[config.mk]
export PLATFORM = sky130hd
export DESIGN_NAME = serv_top
export DESIGN_NICKNAME = d
export VERILOG_FILES = /design/src/design/serv_pkg.sv /design/src/design/serv_alu.sv /design/src/design/serv_counter.sv /design/src/design/serv_ctrl.sv /design/src/design/serv_decode.sv /design/src/design/serv_mem_if.sv /design/src/design/serv_regfile.sv /design/src/design/serv_top.sv
export VERILOG_INCLUDE_DIRS = /design/src /design/src/design
export SDC_FILE = /design/constraint.sdc
export NUM_CORES = 2
export LEC_CHECK = 0
export BUFFER_PORTS_ARGS = -buffer_cell sky130_fd_sc_hd__buf_4
export CAP_MARGIN = 20
export CORE_AREA = 5 5 343 597
export CTS_BUF_LIST = sky130_fd_sc_hd__clkbuf_16
export DETAILED_ROUTE_END_ITERATION = 10
export DIE_AREA = 0 0 348 602
export SYNTH_ARGS = -nofsm -noshare
export SYNTH_HDL_FRONTEND = slang
export SYNTH_SLANG_ARGS = --single-unit
[constraint.sdc]
create_clock -name clk -period 48.6 [get_ports clk]
set_clock_uncertainty 0.15 [all_clocks]
set_input_delay 2.43 -clock clk [delete_from_list [all_inputs] [get_ports clk]]
set_output_delay 2.43 -clock clk [all_outputs]
set_load 0.02 [all_outputs]
[src/design/serv_defines.svh]
`ifndef SERV_DEFINES_SVH
`define SERV_DEFINES_SVH

// Width of a data word and of the program counter.
`define SERV_XLEN 32

// Bit position counter, one step per serial cycle.
`define SERV_CNT_W 5

// Architectural registers, x0 included.
`define SERV_REGS 32

// Address of the first instruction fetch.
`define SERV_RESET_PC 32'h0000_0000

`endif

[src/design/serv_pkg.sv]
package serv_pkg;

   // Instruction bits 6:2.
   typedef enum logic [4:0] {
      LOAD   = 5'b00000,
      STORE  = 5'b01000,
      OPIMM  = 5'b00100,
      AUIPC  = 5'b00101,
      OP     = 5'b01100,
      LUI    = 5'b01101,
      BRANCH = 5'b11000,
      JALR   = 5'b11001,
      JAL    = 5'b11011
   } opcode_t;

   typedef enum logic [2:0] {IDLE, COMPARE, MEM_INIT, MEM_WAIT, RUN} phase_t;

   typedef enum logic [2:0] {ADD, LT, XOR, OR, AND} alu_rd_sel_t;

   typedef enum logic [1:0] {CTRL, ALU, IMM, MEM} rd_source_t;

   typedef struct packed {
      logic [6:0] funct7;
      logic [4:0] rs2;
      logic [4:0] rs1;
      logic [2:0] funct3;
      logic [4:0] rd;
      logic [6:0] opcode;
   } rtype_t;

   // Same word for stores and branches, split offset fields.
   typedef struct packed {
      logic [6:0] imm_hi;
      logic [4:0] rs2;
      logic [4:0] rs1;
      logic [2:0] funct3;
      logic [4:0] imm_lo;
      logic [6:0] opcode;
   } stype_t;

   typedef union packed {
      rtype_t rtype;
      stype_t stype;
   } instr_u;

   typedef struct packed {
      logic        en;
      logic        init;     // Compare phase.
      logic        sub;
      logic        cmp_sel;  // 0 equality, 1 less-than.
      logic        cmp_neg;
      logic        cmp_uns;
      alu_rd_sel_t rd_sel;
      logic        op_b_imm;
   } alu_ctrl_t;

   typedef struct packed {
      logic       rd_en;
      logic [4:0] rd_addr;
      logic [4:0] rs1_addr;
      logic [4:0] rs2_addr;
   } rf_ctrl_t;

   typedef struct packed {
      logic en;
      logic jump;
      logic jalr;
      logic auipc;
   } ctrl_ctrl_t;

   typedef struct packed {
      logic en;    // Pulse that starts a bus request.
      logic init;
      logic we;
   } mem_ctrl_t;

endpackage

[src/design/serv_alu.sv]
`timescale 1ns/100ps

module serv_alu (
   input  logic                clk,
   input  serv_pkg::alu_ctrl_t i_alu,
   input  logic                i_rs1,
   input  logic                i_rs2,
   input  logic                i_imm,
   output logic                o_rd,
   output logic                o_cmp
);

   logic op_b;
   logic b_add;
   logic sum;
   logic carry;
   logic carry_next;
   logic init_q;
   logic eq;
   logic lt;
   logic cmp;

   assign op_b       = i_alu.op_b_imm ? i_imm : i_rs2;
   assign b_add      = op_b ^ i_alu.sub;  // Inverted operand for subtract.
   assign sum        = i_rs1 ^ b_add ^ carry;
   assign carry_next = (i_rs1 & b_add) | (carry & (i_rs1 ^ b_add));

   // Carry starts at sub, so a - b is a + ~b + 1.
   always_ff @(posedge clk) begin
      carry  <= i_alu.en ? carry_next : i_alu.sub;
      init_q <= i_alu.init;
   end

   // The last compare cycle sees bit 31, so its lt value is final.
   always_ff @(posedge clk) begin
      if (i_alu.init) begin
         eq <= (init_q ? eq : 1'b1) & ~(i_rs1 ^ op_b);
         if (i_rs1 ^ op_b)
            lt <= i_alu.cmp_uns ? op_b : i_rs1;
         else
            lt <= ~carry_next;
      end
   end

   assign cmp   = i_alu.cmp_sel ? lt : eq;
   assign o_cmp = cmp ^ i_alu.cmp_neg;

   always_comb begin
      case (i_alu.rd_sel)
         serv_pkg::ADD: o_rd = sum;
         serv_pkg::LT:  o_rd = init_q & cmp;  // Flag in bit 0 only.
         serv_pkg::XOR: o_rd = i_rs1 ^ op_b;
         serv_pkg::OR:  o_rd = i_rs1 | op_b;
         serv_pkg::AND: o_rd = i_rs1 & op_b;
         default:       o_rd = sum;
      endcase
   end

endmodule

[src/design/serv_counter.sv]
`timescale 1ns/100ps
`include "serv_defines.svh"

module serv_counter (
   input  logic                   clk,
   input  logic                   i_rst,
   input  logic                   i_en,
   output logic [`SERV_CNT_W-1:0] o_cnt,
   output logic                   o_done
);

   always_ff @(posedge clk) begin
      if (i_rst) begin
         o_cnt <= '0;
      end else if (i_en) begin
         o_cnt <= o_cnt + 1'b1;  // Wraps to 0 after bit 31.
      end
   end

   // Last bit of the phase.
   assign o_done = &o_cnt;

endmodule

[src/design/serv_ctrl.sv]
`timescale 1ns/100ps
`include "serv_defines.svh"

module serv_ctrl (
   input  logic                  clk,
   input  logic                  i_rst,
   input  serv_pkg::ctrl_ctrl_t  i_ctrl,
   input  logic                  i_cnt_done,
   input  logic                  i_imm,
   input  logic                  i_rs1,
   output logic [`SERV_XLEN-1:0] o_pc,
   output logic                  o_rd
);

   logic [`SERV_XLEN-1:0] pc;
   logic [2:0]            pos;  // One-hot marker for bits 0 to 2.
   logic                  c_plus4;
   logic                  c_off;
   logic                  off_a;
   logic                  plus4;
   logic                  offset;
   logic                  target;
   logic                  pc_next;

   assign plus4   = pc[0] ^ pos[2] ^ c_plus4;
   assign off_a   = i_ctrl.jalr ? i_rs1 : pc[0];
   assign offset  = off_a ^ i_imm ^ c_off;
   assign target  = offset & ~(i_ctrl.jalr & pos[0]);  // JALR clears bit 0.
   assign pc_next = i_ctrl.jump ? target : plus4;

   always_ff @(posedge clk) begin
      if (i_rst) begin
         pc      <= `SERV_RESET_PC;
         pos     <= 3'b001;
         c_plus4 <= 1'b0;
         c_off   <= 1'b0;
      end else if (i_ctrl.en) begin
         pc      <= {pc_next, pc[`SERV_XLEN-1:1]};
         pos     <= i_cnt_done ? 3'b001 : {pos[1:0], 1'b0};
         c_plus4 <= ~i_cnt_done & ((pc[0] & pos[2]) | (c_plus4 & (pc[0] ^ pos[2])));
         c_off   <= ~i_cnt_done & ((off_a & i_imm) | (c_off & (off_a ^ i_imm)));
      end
   end

   assign o_pc = pc;
   assign o_rd = i_ctrl.auipc ? offset : plus4;  // Link address otherwise.

endmodule

[src/design/serv_decode.sv]
`timescale 1ns/100ps
`include "serv_defines.svh"

module serv_decode (
   input  logic                   clk,
   input  logic                   i_rst,
   input  logic [`SERV_XLEN-1:0]  i_ibus_rdt,
   input  logic                   i_ibus_ack,
   input  logic [`SERV_CNT_W-1:0] i_cnt,
   input  logic                   i_cnt_done,
   input  logic                   i_alu_cmp,
   input  logic                   i_dbus_ack,
   output logic                   o_ibus_cyc,
   output logic                   o_cnt_en,
   output serv_pkg::alu_ctrl_t    o_alu,
   output serv_pkg::rf_ctrl_t     o_rf,
   output serv_pkg::ctrl_ctrl_t   o_ctrl,
   output serv_pkg::mem_ctrl_t    o_mem,
   output logic                   o_imm,
   output serv_pkg::rd_source_t   o_rd_source
);

   serv_pkg::instr_u      instr;
   serv_pkg::phase_t      state;
   serv_pkg::opcode_t     opcode;
   logic [2:0]            funct3;
   logic                  go;
   logic                  running;
   logic                  mem_op;
   logic                  cmp_op;
   logic                  alu_op;
   logic [`SERV_XLEN-1:0] imm_word;

   always_ff @(posedge clk) begin
      if (i_ibus_ack)
         instr <= i_ibus_rdt;
   end

   assign opcode  = serv_pkg::opcode_t'(instr.rtype.opcode[6:2]);
   assign funct3  = instr.rtype.funct3;
   assign alu_op  = (opcode == serv_pkg::OP) | (opcode == serv_pkg::OPIMM);
   assign mem_op  = (opcode == serv_pkg::LOAD) | (opcode == serv_pkg::STORE);
   assign cmp_op  = (opcode == serv_pkg::BRANCH) | (alu_op & (funct3[2:1] == 2'b01));
   assign running = (state == serv_pkg::RUN);

   // Go is high the cycle after the fetch ack.
   always_ff @(posedge clk) begin
      if (i_rst) begin
         go    <= 1'b0;
         state <= serv_pkg::IDLE;
      end else begin
         go <= i_ibus_ack;
         case (state)
            serv_pkg::IDLE: begin
               if (go) begin
                  if (cmp_op)
                     state <= serv_pkg::COMPARE;
                  else if (mem_op)
                     state <= serv_pkg::MEM_INIT;
                  else
                     state <= serv_pkg::RUN;
               end
            end
            serv_pkg::COMPARE:  if (i_cnt_done) state <= serv_pkg::RUN;
            serv_pkg::MEM_INIT: if (i_cnt_done) state <= serv_pkg::MEM_WAIT;
            serv_pkg::MEM_WAIT: if (i_dbus_ack) state <= serv_pkg::RUN;
            serv_pkg::RUN:      if (i_cnt_done) state <= serv_pkg::IDLE;
            default:            state <= serv_pkg::IDLE;
         endcase
      end
   end

   assign o_ibus_cyc = (state == serv_pkg::IDLE) & ~go;
   assign o_cnt_en   = (state == serv_pkg::COMPARE) | (state == serv_pkg::MEM_INIT) | running;

   always_comb begin
      o_alu.en       = o_cnt_en;
      o_alu.init     = (state == serv_pkg::COMPARE);
      o_alu.sub      = cmp_op |
                       ((opcode == serv_pkg::OP) & instr.rtype.funct7[5] & (funct3 == 3'b000));
      o_alu.cmp_sel  = |funct3[2:1];
      o_alu.cmp_neg  = (opcode == serv_pkg::BRANCH) & funct3[0];
      o_alu.cmp_uns  = (funct3 == 3'b011) | (funct3[2:1] == 2'b11);
      o_alu.op_b_imm = (opcode == serv_pkg::OPIMM) | mem_op;
      o_alu.rd_sel   = serv_pkg::ADD;
      if (alu_op) begin
         case (funct3)
            3'b010, 3'b011: o_alu.rd_sel = serv_pkg::LT;
            3'b100:         o_alu.rd_sel = serv_pkg::XOR;
            3'b110:         o_alu.rd_sel = serv_pkg::OR;
            3'b111:         o_alu.rd_sel = serv_pkg::AND;
            default:        o_alu.rd_sel = serv_pkg::ADD;
         endcase
      end
   end

   always_comb begin
      o_rf.rd_en    = running & (opcode != serv_pkg::STORE) & (opcode != serv_pkg::BRANCH);
      o_rf.rd_addr  = instr.rtype.rd;
      o_rf.rs1_addr = instr.rtype.rs1;
      o_rf.rs2_addr = instr.rtype.rs2;

      o_ctrl.en     = running;
      o_ctrl.jump   = (opcode == serv_pkg::JAL) | (opcode == serv_pkg::JALR) |
                      ((opcode == serv_pkg::BRANCH) & i_alu_cmp);
      o_ctrl.jalr   = (opcode == serv_pkg::JALR);
      o_ctrl.auipc  = (opcode == serv_pkg::AUIPC);

      o_mem.en      = (state == serv_pkg::MEM_INIT) & i_cnt_done;
      o_mem.init    = (state == serv_pkg::MEM_INIT);
      o_mem.we      = (opcode == serv_pkg::STORE);
   end

   always_comb begin
      case (opcode)
         serv_pkg::JAL, serv_pkg::JALR, serv_pkg::AUIPC: o_rd_source = serv_pkg::CTRL;
         serv_pkg::LUI:  o_rd_source = serv_pkg::IMM;
         serv_pkg::LOAD: o_rd_source = serv_pkg::MEM;
         default:        o_rd_source = serv_pkg::ALU;
      endcase
   end

   // Full immediate per format, picked out one bit per count.
   always_comb begin
      case (opcode)
         serv_pkg::STORE:
            imm_word = {{20{instr.stype.imm_hi[6]}}, instr.stype.imm_hi, instr.stype.imm_lo};
         serv_pkg::BRANCH:
            imm_word = {{20{instr.stype.imm_hi[6]}}, instr.stype.imm_lo[0],
                        instr.stype.imm_hi[5:0], instr.stype.imm_lo[4:1], 1'b0};
         serv_pkg::LUI, serv_pkg::AUIPC:
            imm_word = {instr.rtype.funct7, instr.rtype.rs2, instr.rtype.rs1,
                        instr.rtype.funct3, 12'd0};
         serv_pkg::JAL:
            imm_word = {{12{instr.rtype.funct7[6]}}, instr.rtype.rs1, instr.rtype.funct3,
                        instr.rtype.rs2[0], instr.rtype.funct7[5:0], instr.rtype.rs2[4:1], 1'b0};
         default:
            imm_word = {{20{instr.rtype.funct7[6]}}, instr.rtype.funct7, instr.rtype.rs2};
      endcase
   end

   assign o_imm = imm_word[i_cnt];

endmodule

[src/design/serv_mem_if.sv]
`timescale 1ns/100ps
`include "serv_defines.svh"

module serv_mem_if (
   input  logic                  clk,
   input  logic                  i_rst,
   input  serv_pkg::mem_ctrl_t   i_mem,
   input  logic                  i_addr_bit,
   input  logic                  i_rs2,
   input  logic [`SERV_XLEN-1:0] i_dbus_rdt,
   input  logic                  i_dbus_ack,
   output logic [`SERV_XLEN-1:0] o_dbus_adr,
   output logic [`SERV_XLEN-1:0] o_dbus_dat,
   output logic                  o_dbus_we,
   output logic                  o_dbus_cyc,
   output logic                  o_rd
);

   logic [`SERV_XLEN-1:0] adr;
   logic [`SERV_XLEN-1:0] dat;
   logic                  cyc;

   always_ff @(posedge clk) begin
      if (i_rst)
         cyc <= 1'b0;
      else if (i_mem.en)
         cyc <= 1'b1;
      else if (i_dbus_ack)
         cyc <= 1'b0;
   end

   // Store data and load data share one shift register.
   always_ff @(posedge clk) begin
      if (i_mem.init) begin
         adr <= {i_addr_bit, adr[`SERV_XLEN-1:1]};
         dat <= {i_rs2, dat[`SERV_XLEN-1:1]};
      end else if (i_dbus_ack && !i_mem.we) begin
         dat <= i_dbus_rdt;
      end else if (!cyc) begin
         dat <= {1'b0, dat[`SERV_XLEN-1:1]};  // Held while the bus is busy.
      end
   end

   assign o_dbus_adr = adr;
   assign o_dbus_dat = dat;
   assign o_dbus_we  = i_mem.we;
   assign o_dbus_cyc = cyc;
   assign o_rd       = dat[0];

endmodule

[src/design/serv_regfile.sv]
`timescale 1ns/100ps
`include "serv_defines.svh"

module serv_regfile (
   input  logic                   clk,
   input  logic [`SERV_CNT_W-1:0] i_cnt,
   input  serv_pkg::rf_ctrl_t     i_rf,
   input  logic                   i_rd,
   output logic                   o_rs1,
   output logic                   o_rs2
);

   logic [`SERV_XLEN-1:0] regs [`SERV_REGS];
   logic                  rs1_bit;
   logic                  rs2_bit;

   // One bit of rd per cycle, at the same position as the reads.
   always_ff @(posedge clk) begin
      if (i_rf.rd_en && (i_rf.rd_addr != 5'd0))
         regs[i_rf.rd_addr][i_cnt] <= i_rd;
   end

   assign rs1_bit = regs[i_rf.rs1_addr][i_cnt];
   assign rs2_bit = regs[i_rf.rs2_addr][i_cnt];

   // x0 is never written; it reads as zero.
   assign o_rs1 = (i_rf.rs1_addr != 5'd0) & rs1_bit;
   assign o_rs2 = (i_rf.rs2_addr != 5'd0) & rs2_bit;

endmodule

[src/design/serv_top.sv]
`timescale 1ns/100ps
`include "serv_defines.svh"

module serv_top (
   input  logic                  clk,
   input  logic                  i_rst,
   output logic [`SERV_XLEN-1:0] o_ibus_adr,
   output logic                  o_ibus_cyc,
   input  logic [`SERV_XLEN-1:0] i_ibus_rdt,
   input  logic                  i_ibus_ack,
   output logic [`SERV_XLEN-1:0] o_dbus_adr,
   output logic [`SERV_XLEN-1:0] o_dbus_dat,
   output logic                  o_dbus_we,
   output logic                  o_dbus_cyc,
   input  logic [`SERV_XLEN-1:0] i_dbus_rdt,
   input  logic                  i_dbus_ack
);

   logic [`SERV_CNT_W-1:0] cnt;
   logic                   cnt_done;
   logic                   cnt_en;
   serv_pkg::alu_ctrl_t    alu_ctrl;
   serv_pkg::rf_ctrl_t     rf_ctrl;
   serv_pkg::ctrl_ctrl_t   ctrl_ctrl;
   serv_pkg::mem_ctrl_t    mem_ctrl;
   serv_pkg::rd_source_t   rd_source;
   logic                   imm;
   logic                   rs1;
   logic                   rs2;
   logic                   alu_rd;
   logic                   alu_cmp;
   logic                   ctrl_rd;
   logic                   mem_rd;
   logic                   rd;

   serv_decode u_decode (
      .clk, .i_rst, .i_ibus_rdt, .i_ibus_ack, .i_cnt(cnt), .i_cnt_done(cnt_done),
      .i_alu_cmp(alu_cmp), .i_dbus_ack, .o_ibus_cyc, .o_cnt_en(cnt_en), .o_alu(alu_ctrl),
      .o_rf(rf_ctrl), .o_ctrl(ctrl_ctrl), .o_mem(mem_ctrl), .o_imm(imm),
      .o_rd_source(rd_source));

   serv_counter u_counter (.clk, .i_rst, .i_en(cnt_en), .o_cnt(cnt), .o_done(cnt_done));

   serv_regfile u_regfile (
      .clk, .i_cnt(cnt), .i_rf(rf_ctrl), .i_rd(rd), .o_rs1(rs1), .o_rs2(rs2));

   serv_alu u_alu (
      .clk, .i_alu(alu_ctrl), .i_rs1(rs1), .i_rs2(rs2), .i_imm(imm),
      .o_rd(alu_rd), .o_cmp(alu_cmp));

   serv_ctrl u_ctrl (
      .clk, .i_rst, .i_ctrl(ctrl_ctrl), .i_cnt_done(cnt_done), .i_imm(imm),
      .i_rs1(rs1), .o_pc(o_ibus_adr), .o_rd(ctrl_rd));

   // Address bits come from the ALU sum.
   serv_mem_if u_mem_if (
      .clk, .i_rst, .i_mem(mem_ctrl), .i_addr_bit(alu_rd), .i_rs2(rs2), .i_dbus_rdt,
      .i_dbus_ack, .o_dbus_adr, .o_dbus_dat, .o_dbus_we, .o_dbus_cyc, .o_rd(mem_rd));

   always_comb begin
      case (rd_source)
         serv_pkg::CTRL: rd = ctrl_rd;
         serv_pkg::IMM:  rd = imm;
         serv_pkg::MEM:  rd = mem_rd;
         default:        rd = alu_rd;
      endcase
   end

endmodule

== Word level (Yosys, flattened, before mapping) ==
Memories as Yosys holds them, arrays and structs flattened. A register that Yosys moved wholly into a read port is not among the register bits.
Cells that the tools add are included.
Operators by class
  multiplexer cells: 41
  bitwise gates (word level): 52
  shift operators: 0
  $lt $le $gt $ge: 2
  equal/unequal tests: 33
  add/subtract/negate cells: 1
  reductions and logical operators: 18
  div/mod/pow operators: 0
  multipliers: 0
Operators by type and width (count)
  $mux W32: 4
  $pmux W31 S4: 1
  $mux W3: 9
  $and A1 B1 Y1: 24
  $eq A3 B2 Y1 const B: 6
  $mux W1: 16
  $bmux W1 S5: 3
  $eq A3 B3 Y1 const B: 5
  $eq A5 B4 Y1 const B: 3
  $eq A5 B5 Y1 const B: 3
  $pmux W3 S5: 1
  $reduce_bool A5 Y1: 3
  $or A1 B1 Y1: 14
  $pmux W3 S4: 1
  $eq A5 B3 Y1 const B: 2
  $mux W5: 2
  $reduce_and A5 Y1: 2
  $xor A1 B1 Y1: 9
  $ne A2 B1 Y1 const B: 4
  $eq A2 B2 Y1 const B: 3
  $eq A3 B1 Y1 const B: 2
  $logic_not A3 Y1: 2
  $lt A5 B6 Y1 const B: 1
  $pmux W2 S3: 1
  other kinds (18): 26
Storage, ports and cells
  logic and storage cells: 163
  bits in writable memories: 1024
  bits in registers: 147
  bits in latches: 0
  memories: 1
  bits of input ports: 68
  bits in read-only memories: 0
Memory list
  u_regfile.regs: words 32, width 32, read ports 2, clocked after Yosys merged registers in 2, write ports 1, line serv_regfile.sv:13  | logic [`SERV_XLEN-1:0] regs [`SERV_REGS];

== Longest topological paths before layout ==
  depth in word-level cells: 12
  mapped depth: 23
  depth with buffers taken out: 17

== By module ==
A second synthesis with hierarchy kept.
Unflattened totals
  cell total of the unflattened synthesis: 4117
  area, all modules: 59032.9 um2
Modules (own cells, without submodules)
  serv_regfile: seq. area each 30749.5 um2, cells an instance 3636, area an instance 52611.7 um2, times used 1
  serv_mem_if: seq. area each 1941.9 um2, cells an instance 110, area an instance 2402.3 um2, times used 1
  serv_decode: seq. area each 980.9 um2, cells an instance 183, area an instance 1989.4 um2, times used 1
  serv_ctrl: seq. area each 740.7 um2, cells an instance 136, area an instance 1443.9 um2, times used 1
  serv_alu: seq. area each 100.1 um2, cells an instance 29, area an instance 311.5 um2, times used 1
  serv_counter: seq. area each 100.1 um2, cells an instance 22, area an instance 251.5 um2, times used 1
  serv_top: seq. area each 0.0 um2, cells an instance 1, area an instance 22.5 um2, times used 1

== Least setup slack after synthesis ==
Ideal clock, no wire load.
  kind: reg-to-reg
  start: reg with a tool-made name
  end: mem u_regfile.regs[0][0] (netlist bit), data pin
  data arrival time: 30.901 ns
  stages on the path, launching flop included: 17
  setup time: 5.696 ns
  path slack: 11.853 ns
  required time: 42.754 ns
  clock period less this slack: 36.747 ns
  cell sequence: dfxtp_1 -> buf_2 -> buf_2 -> buf_2 -> buf_2 -> clkbuf_1 -> mux4_2 -> o2111ai_1 -> o2111ai_1 -> nor4b_1 -> nand4b_1 -> o22ai_1 -> mux2_2 -> fa_1 -> nor3_1 -> o21ai_0 -> a21oi_1
RTL lines (line)
  end: declaration: serv_regfile.sv:13

==> results.toml <==
[power_and_ir_drop]
power_density_mw_per_mm2 = 40.38
irDropWorstVdd_v = 0.00007905
p_leak_uw = 0.02043

[global_route]
grt_max_degree = 300
grt_pass1_wl_um = 303600
overflow = 0
antenna_found_initial = 9
grt_pass1_vias = 40980
grt_usage_pct = 20.17

[finish]
finish.cell_count_without_fillers = 7059
drive_gt1_share_pct = 23.29
fillerInstances = 19530
area_growth_pct = 12.42
nets = 4419

[critical_path]
crit_end = "u_regfile.regs[13][6]$_DFFE_PP_"
r2r-end = "u_regfile.regs[13][6]$_DFFE_PP_"
r2r_slack_ns = 38.42
crit_arrival_ns = 10.36
crit_buf_inv = 6
crit_type = "reg -> reg"
slowest_delay_ns = 0.93
crit_chain = "buf_4, buf_4, buf_4, mux4_2, mux2i_1, a2111o_1, o31ai_1, nor4b_1, nand4b_1, o22ai_1, inv_1, fa_1, a31oi_1, o21ai_0, nor4_1, a21oi_4, buf_12, buf_4"
cp.depth = 18
path_delay_family = "buffers and inverters"
cp_max_fo = 245
crit_top_cell = "buf_4"
endpoint_kind = "flip-flop"
slowest_stage = "buf_4"
worst_r2r_path_depth = 18
cp.required_ns = 48.78
startpoint_type = "flip-flop"

[synthesis]
synthSimpleGateAreaFrac_pct = 11.17
ys_seq_elements = 1179
syn_inst = 4364
yosys.area_share.xor_xnor_pct = 0.08861
synth.area.mux_share_pct = 21.38
synth_edf_count = 1120
synth_top_family_by_area = "multiplexers"
mappedNetlistArea_mm2 = 0.05931
synthDistinctLibCells = 85
ys.flop_type = "edfxtp_1"
synth.avg_cell_area_um2 = 13.59
seq_area_frac_synth_pct = 58.70
synth_compound_area_share_pct = 5.057
yosys_warnings = 0
synthAdderAreaFrac_pct = 0.2489
synthArstFlopShare_pct = 0

[timing]
finalSetupTns_ns = 0
final.period_utilization_pct = 20.94
drv_slew = 0
period_needed_ns = 10.18
hold_slack_ns = 0.3045
setup_viol = 0
tightest_slew_ns = 1.471
setup_slack_ns = 38.42
hold_viol_final = 0
slew_headroom_pct = 1.935
fmax_mhz = 98.26
rsz0062_at_grt = "false"

[clock_network]
post_cts_buffers = 0
cts_tree = "yes"
cts_sinks = 1179
clock_latency_ns = 0.73
clockBufferDepth = 3
cts_resized = 0
ctsHoldBuffers = 0
root_buffer = "clkbuf_16"
cts_made_buffers = 102
htree_levels = 3
clk_pin_slew_ns = 0.08

[placement]
placedCellCount = 6853
dpl_worst_slack_ns = 38.74
port_buffers = 164
gp_congestion = 0.9091
dp_hpwl_um = 132600

[die]
die_h_um = 602
die_w_um = 348
io_pins = 167
coreArea_mm2 = 0.1993
row_count = 217
initial_core_util_pct = 29.76
die-area_mm2 = 0.2095

[detailed_routing]
routedWlPerCell_um = 31.26
drt-initial-drc-count = 5180
antenna_left = 0
drc_errors = 0
dr_total_vias = 41180
vias_per_cell = 5.833
wl_um = 220700
dr.pass1.iters = 6

[min_path]
min_path_type = "reg -> reg"

[run]
cap_violations = 0

[status]
status = "complete, no violations"
synth_stat cells, drive strengths merged, types with 23 or more instances:
cell type | n | share of area (%)
buf | 140 | 1.4
clkbuf | 292 | 1.8
mux2i | 189 | 3.2
o21ai | 46 | 0.39
a21oi | 81 | 0.68
mux2 | 90 | 1.7
nand3 | 44 | 0.37
nor2b | 47 | 0.50
nand2b | 23 | 0.24
a22oi | 80 | 1.0
o22ai | 34 | 0.36
nor2 | 1086 | 6.9
dfxtp | 59 | 2.0
nand2 | 211 | 1.3
a211oi | 34 | 0.43
mux4 | 434 | 16
edfxtp | 1120 | 57
nor3 | 32 | 0.27
placed cells by master (no fill, tap or decap), types with 22 or more instances in the layout:
master / n
edfxtp_1: 1120
nor2_1: 1081
mux4_2: 434
buf_4: 257
mux2i_1: 189
nand2_1: 179
clkbuf_16: 107
mux2_2: 90
a21oi_1: 80
a22oi_1: 80
dfxtp_1: 48
o21ai_0: 45
nand3_1: 44
nor2b_1: 39
a211oi_1: 34
o22ai_1: 34
nor3_1: 32
conb_1: 32
inv_1: 31
nand2b_1: 23
clkinv_1: 22
flip-flops by register name, summed over array words and instances, names as in the netlist, named ones only:
name                 flops
u_alu.eq                 1
u_ctrl.pos               3
u_counter.o_cnt          5
u_ctrl.c_plus4           1
u_decode.go              1
u_mem_if.o_dbus_adr     32
u_alu.lt                 1
u_decode.instr          30
u_alu.init_q             1
u_decode.state           3
u_regfile.regs        1024
u_alu.carry              1
u_mem_if.o_dbus_dat     32
u_mem_if.o_dbus_cyc      1
u_ctrl.o_pc             32
u_ctrl.c_off             1
where the power goes:
group	total (µW)	internal [µW]	leakage (µW)	switching (µW)
sequential	1360	1340	0.0107	23.4
combinational	493	131	0.00810	361
clock	836	439	0.00168	397
area by class of cell:
class | count | area, µm² | area share, %
Tap cell | 2628 | 3288 | 4.932
Antenna cell | 4 | 10.01 | 0.01501
Clock buffer | 107 | 2678 | 4.016
Sequential cell | 1179 | 34840 | 52.26
Multi-Input combinational cell | 2763 | 22870 | 34.30
Inverter | 21 | 78.83 | 0.1182
Clock inverter | 83 | 659.4 | 0.9890
Timing Repair Buffer | 274 | 2247 | 3.370
worst min-delay path by stage:
stage,from,end,slack [ns],cells after the start
finish,u_ctrl.o_pc[1]$_SDFFE_PP0N_,u_ctrl.o_pc[0]$_SDFFE_PP0N_,0.30,2
global route,u_mem_if.o_dbus_adr[7]$_DFFE_PP_,u_mem_if.o_dbus_adr[6]$_DFFE_PP_,0.31,0
CTS,u_mem_if.o_dbus_adr[29]$_DFFE_PP_,u_mem_if.o_dbus_adr[28]$_DFFE_PP_,0.30,0
detailed placement,u_mem_if.o_dbus_adr[24]$_DFFE_PP_,u_mem_if.o_dbus_adr[23]$_DFFE_PP_,0.28,0
global placement,u_mem_if.o_dbus_adr[31]$_DFFE_PP_,u_mem_if.o_dbus_adr[30]$_DFFE_PP_,0.28,0
floorplan,u_ctrl.pos[1]$_SDFFE_PP0N_,u_ctrl.pos[1]$_SDFFE_PP0N_,0.30,2
worst min-delay path, delay by kind of cell (launching register included):
kind / cells / cell delay (ns)
flops: 1 / 0.32
simple gates: 1 / 0.06
compound gates: 1 / 0.05
per-layer routing:
layer | GRT usage, % | up-vias | wire, µm
li1 | - | 16490 | -
met5 | 0 | - | 41
met2 | 34.16 | 2687 | 107400
met1 | 20.89 | 21180 | 69270
met3 | 4.537 | 818 | 20530
met4 | 17.83 | 6 | 23410
through the flow:
stage | area [µm²] | utilization, % | power [µW]
after global placement | 63130 | 31.68 | 1849
after detailed placement | 63130 | 31.68 | 1863
after CTS | 66460 | 33.35 | 2683
after global routing | 66670 | 33.45 | 2754
final | 66670 | 33.46 | 2692
after floorplan | 59420 | - | 2028
cells by family after synthesis:
group | Yosys count
AOI/OAI and AO/OA | 428
and+or+nand+nor | 1574
buffers and inverters | 453
adders and majority gates | 10
muxes | 713
DFF | 1179
xor gates and xnor gates | 6
other | 1
No activity file was read; power rests on OpenSTA's default activity.
